===== src/bus_ctrl_config.svh =====
`ifndef BUS_CTRL_CONFIG_SVH
`define BUS_CTRL_CONFIG_SVH

// byte address width
`define ADDR_BITS 32

// memory word width and its size in bytes
`define WORD_BITS 32
`define WORD_BYTES 4

// one cache block is four memory words
`define BLOCK_BITS 128

// memory depth in words
`define MEM_WORDS 256

`endif

===== src/bus_pkg.sv =====
`include "bus_ctrl_config.svh"

package bus_pkg;

   // block request from a cache, address is block aligned
   typedef struct packed {
      logic [`ADDR_BITS-1:0]  addr;
      logic [`BLOCK_BITS-1:0] wdata;
      logic                   write;
      // only the first word of the block moves
      logic                   uncached;
   } l1_req_t;

   // single word request toward memory
   typedef struct packed {
      logic [`ADDR_BITS-1:0] addr;
      logic [`WORD_BITS-1:0] wdata;
      logic                  write;
   } mem_req_t;

endpackage


===== src/memory_bus_ctrl.sv =====
`timescale 1ns/1ps

`include "bus_ctrl_config.svh"

module memory_bus_ctrl
   import bus_pkg::*;
(
   input  logic                   clk_i,
   input  logic                   rstn_i,

   // instruction cache
   input  l1_req_t                ic_req_i,
   input  logic                   ic_req_valid_i,
   output logic                   ic_req_ready_o,
   output logic [`BLOCK_BITS-1:0] ic_resp_data_o,
   output logic                   ic_resp_valid_o,
   input  logic                   ic_resp_ready_i,

   // data cache
   input  l1_req_t                dc_req_i,
   input  logic                   dc_req_valid_i,
   output logic                   dc_req_ready_o,
   output logic [`BLOCK_BITS-1:0] dc_resp_data_o,
   output logic                   dc_resp_valid_o,
   input  logic                   dc_resp_ready_i,

   // word memory
   output mem_req_t               mem_req_o,
   output logic                   mem_req_valid_o,
   input  logic                   mem_req_ready_i,
   input  logic [`WORD_BITS-1:0]  mem_resp_data_i,
   input  logic                   mem_resp_valid_i,
   output logic                   mem_resp_ready_o
);

   localparam int BLOCK_WORDS = `BLOCK_BITS / `WORD_BITS;
   localparam int IDX_BITS    = $clog2(BLOCK_WORDS);

   typedef enum logic [2:0] {
      ST_IDLE,
      ST_RD_ISSUE,
      ST_RD_DRAIN,
      ST_RESP,
      ST_WRITE,
      ST_SECOND
   } state_t;

   state_t                 state_r;
   state_t                 state_ns;

   logic                   req_ready_r;
   logic                   req_ready_ns;
   logic                   sel_ic_r;
   logic                   sel_ic_ns;
   logic                   resp_valid_r;
   logic                   resp_valid_ns;
   logic                   mem_valid_r;
   logic                   mem_valid_ns;
   logic                   mem_resp_ready_r;
   logic                   mem_resp_ready_ns;
   logic                   pend_valid_r;
   logic                   pend_valid_ns;

   l1_req_t                pend_req_r;
   l1_req_t                pend_req_ns;
   mem_req_t               mem_req_r;
   mem_req_t               mem_req_ns;
   logic [`BLOCK_BITS-1:0] blk_r;
   logic [`BLOCK_BITS-1:0] blk_ns;

   logic [IDX_BITS-1:0]    issue_idx_r;
   logic [IDX_BITS-1:0]    issue_idx_ns;
   logic [IDX_BITS-1:0]    coll_idx_r;
   logic [IDX_BITS-1:0]    coll_idx_ns;
   logic [IDX_BITS-1:0]    last_idx_r;
   logic [IDX_BITS-1:0]    last_idx_ns;

   logic                   ic_fire;
   logic                   dc_fire;
   logic                   launch;
   logic                   resp_ready;
   l1_req_t                start_req;

   // ready is shared, so a valid on either port is a transfer
   assign ic_fire    = req_ready_r & ic_req_valid_i;
   assign dc_fire    = req_ready_r & dc_req_valid_i;
   assign launch     = ic_fire | dc_fire | (state_r == ST_SECOND);
   assign resp_ready = sel_ic_r ? ic_resp_ready_i : dc_resp_ready_i;

   // instruction side wins, held data request goes after it
   always_comb begin
      if (state_r == ST_SECOND) begin
         start_req = pend_req_r;
      end else if (ic_fire) begin
         start_req = ic_req_i;
      end else begin
         start_req = dc_req_i;
      end
   end

   always_comb begin
      state_ns          = state_r;
      sel_ic_ns         = sel_ic_r;
      resp_valid_ns     = resp_valid_r;
      mem_valid_ns      = mem_valid_r;
      mem_resp_ready_ns = mem_resp_ready_r;
      pend_valid_ns     = pend_valid_r;
      pend_req_ns       = pend_req_r;
      mem_req_ns        = mem_req_r;
      blk_ns            = blk_r;
      issue_idx_ns      = issue_idx_r;
      coll_idx_ns       = coll_idx_r;
      last_idx_ns       = last_idx_r;

      if (launch) begin
         sel_ic_ns         = ic_fire;
         pend_valid_ns     = ic_fire & dc_fire;
         if (ic_fire && dc_fire) begin
            pend_req_ns = dc_req_i;
         end
         mem_req_ns.addr   = start_req.addr;
         mem_req_ns.wdata  = start_req.wdata[`WORD_BITS-1:0];
         mem_req_ns.write  = start_req.write;
         mem_valid_ns      = 1'b1;
         mem_resp_ready_ns = ~start_req.write;
         blk_ns            = start_req.wdata;
         issue_idx_ns      = '0;
         coll_idx_ns       = '0;
         last_idx_ns       = start_req.uncached ? IDX_BITS'(0) : IDX_BITS'(BLOCK_WORDS - 1);
         state_ns          = start_req.write ? ST_WRITE : ST_RD_ISSUE;
      end

      case (state_r)
         ST_RD_ISSUE, ST_WRITE: begin
            if (mem_valid_r && mem_req_ready_i) begin
               issue_idx_ns     = issue_idx_r + 1'b1;
               mem_req_ns.addr  = mem_req_r.addr + `ADDR_BITS'(`WORD_BYTES);
               mem_req_ns.wdata = blk_r[issue_idx_ns * `WORD_BITS +: `WORD_BITS];
               if (issue_idx_r == last_idx_r) begin
                  mem_valid_ns = 1'b0;
                  if (state_r == ST_WRITE) begin
                     // writes finish once the last word is taken
                     state_ns = pend_valid_r ? ST_SECOND : ST_IDLE;
                  end else begin
                     state_ns = ST_RD_DRAIN;
                  end
               end
            end
         end
         ST_RESP: begin
            if (resp_valid_r && resp_ready) begin
               resp_valid_ns = 1'b0;
               state_ns      = pend_valid_r ? ST_SECOND : ST_IDLE;
            end
         end
         default: begin
         end
      endcase

      // collect read words, runs alongside issue
      if (mem_resp_ready_r && mem_resp_valid_i) begin
         blk_ns[coll_idx_r * `WORD_BITS +: `WORD_BITS] = mem_resp_data_i;
         coll_idx_ns = coll_idx_r + 1'b1;
         if (coll_idx_r == last_idx_r) begin
            mem_resp_ready_ns = 1'b0;
            resp_valid_ns     = 1'b1;
            state_ns          = ST_RESP;
         end
      end

      req_ready_ns = (state_ns == ST_IDLE);
   end

   always_ff @(posedge clk_i) begin
      if (!rstn_i) begin
         state_r          <= ST_IDLE;
         req_ready_r      <= 1'b0;
         sel_ic_r         <= 1'b0;
         resp_valid_r     <= 1'b0;
         mem_valid_r      <= 1'b0;
         mem_resp_ready_r <= 1'b0;
         pend_valid_r     <= 1'b0;
         issue_idx_r      <= '0;
         coll_idx_r       <= '0;
         last_idx_r       <= '0;
      end else begin
         state_r          <= state_ns;
         req_ready_r      <= req_ready_ns;
         sel_ic_r         <= sel_ic_ns;
         resp_valid_r     <= resp_valid_ns;
         mem_valid_r      <= mem_valid_ns;
         mem_resp_ready_r <= mem_resp_ready_ns;
         pend_valid_r     <= pend_valid_ns;
         issue_idx_r      <= issue_idx_ns;
         coll_idx_r       <= coll_idx_ns;
         last_idx_r       <= last_idx_ns;
      end
   end

   always_ff @(posedge clk_i) begin
      pend_req_r <= pend_req_ns;
      mem_req_r  <= mem_req_ns;
      blk_r      <= blk_ns;
   end

   assign ic_req_ready_o   = req_ready_r;
   assign dc_req_ready_o   = req_ready_r;

   // block buffer doubles as the response data
   assign ic_resp_data_o   = blk_r;
   assign dc_resp_data_o   = blk_r;
   assign ic_resp_valid_o  = resp_valid_r & sel_ic_r;
   assign dc_resp_valid_o  = resp_valid_r & ~sel_ic_r;

   assign mem_req_o        = mem_req_r;
   assign mem_req_valid_o  = mem_valid_r;
   assign mem_resp_ready_o = mem_resp_ready_r;

endmodule


===== config.mk =====
export PLATFORM = sky130hd
export DESIGN_NAME = memory_bus_ctrl
export DESIGN_NICKNAME = d
export VERILOG_FILES = /design/src/bus_pkg.sv /design/src/memory_bus_ctrl.sv
export VERILOG_INCLUDE_DIRS = /design/src
export SDC_FILE = /design/constraint.sdc
export NUM_CORES = 1
export LEC_CHECK = 0
export ABC_AREA = 1
export BUFFER_PORTS_ARGS = -buffer_cell sky130_fd_sc_hd__buf_2
export CAP_MARGIN = 20
export CORE_MARGIN = 2
export CORE_UTILIZATION = 23
export DETAILED_ROUTE_END_ITERATION = 10
export GPL_ROUTABILITY_DRIVEN = 1
export PLACE_DENSITY_LB_ADDON = 0.1
export SKIP_CTS_REPAIR_TIMING = 1
export SYNTH_ARGS = -nofsm -noshare
export SYNTH_HDL_FRONTEND = slang
export SYNTH_SLANG_ARGS = --single-unit

===== constraint.sdc =====
create_clock -name clk_i -period 23 [get_ports clk_i]
set_clock_uncertainty 0.1 [all_clocks]
set_input_delay 3.45 -clock clk_i [delete_from_list [all_inputs] [get_ports clk_i]]
set_output_delay 3.45 -clock clk_i [all_outputs]
set_load 0.01 [all_outputs]

==> metrics.csv <==
metric;value;unit
Worst-Skew Late Latency;610;ps
Routed WL per cell;27.5;um
CP Max Fanout;116;
largest net degree at the start of global routing;171;
synthesized area;20100;um^2
RSZ-0062 raised after global routing;false;
Post-synth EDFFs;165;
Worst Tran Pin Value;967;ps
Async SR Flop Fraction;0;%
CP Launch Type;input pin;
Slew Limit Fails;0;
Final Hold Vio Count;0;
Area Growth Syn to Fin;24.4;%
Ys Warns;0;
Final min period;7240;ps
DP HPWL;86500;um
vias in the first global route;20208;
Num CTS Buffers;50;
first-pass GRT wire length;158000;um
Leakage;10.6;nW
Mapped Cells;2557;
Req. time, crit path;23410;ps
Starting Density;23.2;%
CP top delay family;buffers and inverters;
Hold WS;349;ps
met2 routed WL;54000;um
Overall Global Routing Usage;24.7;%
Worst VDD drop;60.2;uV
routed wire length on met3;8000;um
syn_nets;2927;
via/cell ratio;4.99;
# nets final;3364;
post-route insts no fill;4198;
hold depth;2;
design area;25000;um^2
clk slew on worst S/H paths;60;ps
pwr/cell area;134;nW/um^2
Port Buffers;690;
average cell area after synthesis;7.87;um^2
CTS H-tree depth;2;
CP cell instances;buf_6 -> nand2_8 -> nand3_4 -> inv_8 -> buf_4 -> buf_16 -> nand2_1 -> a31oi_1;
IO Count;691;
overflow left after global routing;0;
vias;20929;
post-route clock period utilization;31.5;%
run status;finished clean;
max layer used;met5;
Slowest cell on crit path;inv_8;
Max-Cap Viols;0;
Die Area;89900;um^2
Routed WL;116000;um
clk sink count;369;
initial antenna violation count;23;
Hold WC Path Type;flip-flop to flip-flop;
M1 WL;50900;um
Crit path largest cell delay;920;ps
share of cells above drive strength 1;28.4;%
synth unique cells;45;
CP Capture Type;flip-flop;
Die H;300;um
die width;300;um
Root Driver;clkbuf_16;
routability cong.;0.833;
most area-consuming cells after synthesis;edfxtp_1, dfxtp_1, nand2_1;
min setup slack post-route;15760;ps
top_reg_cell synth;dfxtp_1;
DP Area;23200;um^2
Initial DRT Pass Iterations;5;
Synth area leader;edfxtp_1;
Longest Clk Path Bufs;3;
sequential area share after synthesis;44.9;%
FF+latch count, synth;369;
reg2reg path depth;7;
Place WS;14710;ps
Core Rows;108;
Post-route DRC;0;
drt initial violations;1669;
Antenna Nets Post-Route;0;
crit path buf inv count;4;
Worst Setup Path Type;input pin to flip-flop;
Final TNS setup;0;ps
CTS tree;done;
flop-to-flop setup slack;18270;ps
Crit path arrival time;7640;ps
slew margin rel.;35.2;%
Max Fclk;138;MHz
Final setup viols;0;
core footprint;86800;um^2
Crit path depth;8;
DP Cell Count;4094;
post-synth top area share;24.6;%
[Yosys cell counts, types with 5 or more instances]
cell	n
a21oi_1	156
a21oi_2	32
buf_4	141
o32ai_1	64
nor2_2	5
buf_2	69
o211ai_1	33
clkbuf_1	96
edfxtp_1	165
inv_1	53
nand2_1	617
nor3_1	28
nand4_1	6
a211oi_1	25
nor2_1	238
o21ai_0	125
a31oi_1	139
o21ai_1	11
o22ai_1	43
buf_6	22
nand3_1	235
ha_1	6
inv_2	10
dfxtp_1	204
[stage by stage]
step	util, %	total power, mW
floorplan	-	1.96
global placement	26.8	2.55
detailed placement	26.8	2.56
CTS	28.7	3.40
global route	28.8	3.55
finish	28.8	3.35
[state kept, by name (all words and copies together), names as in the netlist]
register	cells
pend_req_r	162
dc_resp_data_o	128
mem_req_o	65
state_r	3
coll_idx_r	2
issue_idx_r	2
dc_req_ready_o	1
last_idx_r	1
mem_req_valid_o	1
mem_resp_ready_o	1
pend_valid_r	1
resp_valid_r	1
sel_ic_r	1
[final timing paths]
kind	to	from
setup / recovery	dc_resp_data_o[114]$_DFF_P_	ic_req_valid_i
hold / removal	mem_req_o[21]$_DFF_P_	mem_req_o[21]$_DFF_P_
setup reg to reg	dc_resp_data_o[114]$_DFF_P_	dc_req_ready_o$_SDFF_PN0_
hold reg to reg	mem_req_o[21]$_DFF_P_	mem_req_o[21]$_DFF_P_
[cells in the final DEF (no fill, tap or decap), types with 4 or more instances in the layout]
cell type / instances
nand2_2: 7
a21oi_2: 32
dfxtp_1: 201
a31oi_1: 139
clkinv_1: 4
nand4_1: 6
buf_2: 689
o21ai_0: 125
inv_2: 10
a211oi_1: 25
a21oi_1: 156
nor2_1: 236
o21ai_1: 11
buf_4: 24
o32ai_1: 64
edfxtp_1: 165
ha_1: 5
bufinv_16: 6
clkinv_2: 7
nand2_1: 614
inv_1: 52
nor2_2: 4
o22ai_1: 43
clkbuf_1: 16
nor2_4: 6
o211ai_1: 33
clkbuf_8: 7
diode_2: 7
nor3_1: 28
nand3_1: 235
clkbuf_16: 51
[worst min-delay path, stage by stage, from the launching register on]
cell,delay [ps]
dfxtp_1,320
nand2_1,50
nand3_1,50
[cell families (layout without fill, tap and decap cells)]
logic type / count (synthesis) / in the layout / synth area share, %
adders and majority gates: 6 / 6 / 0.373
DFF: 369 / 369 / 44.9
and+or+nand+nor: 1149 / 1149 / 23.7
AOI/OAI and AO/OA: 634 / 634 / 19.5
buffers and inverters: 396 / 875 / 11.3
xor gates and xnor gates: 3 / 3 / 0.131
other: 0 / 7 / 0
[per-layer routing]
layer | vias to the layer above | global-route usage, %
met5 | - | 0
met2 | 914 | 40.8
met4 | 6 | 5.88
met1 | 10138 | 33.3
met3 | 127 | 4.52
li1 | 9744 | -
[report_power, final]
| group | internal (mW) | switching (mW) |
|---|---|---|
| logic | 0.470 | 0.853 |
| clock network | 0.498 | 0.324 |
| registers | 0.884 | 0.325 |
| total | 1.85 | 1.50 |
[cell type report]
| cell class | instances | area (um^2) |
|---|---|---|
| Inverter | 63 | 244 |
| Timing Repair Buffer | 718 | 3730 |
| Tap cell | 1155 | 1450 |
| Clock buffer | 74 | 1430 |
| Sequential cell | 369 | 9050 |
| Antenna cell | 7 | 17.5 |
| Clock inverter | 20 | 270 |
| Fill cell | 9684 | 61700 |
| Multi-Input combinational cell | 1792 | 8830 |
(Power assumes the default switching activity.)
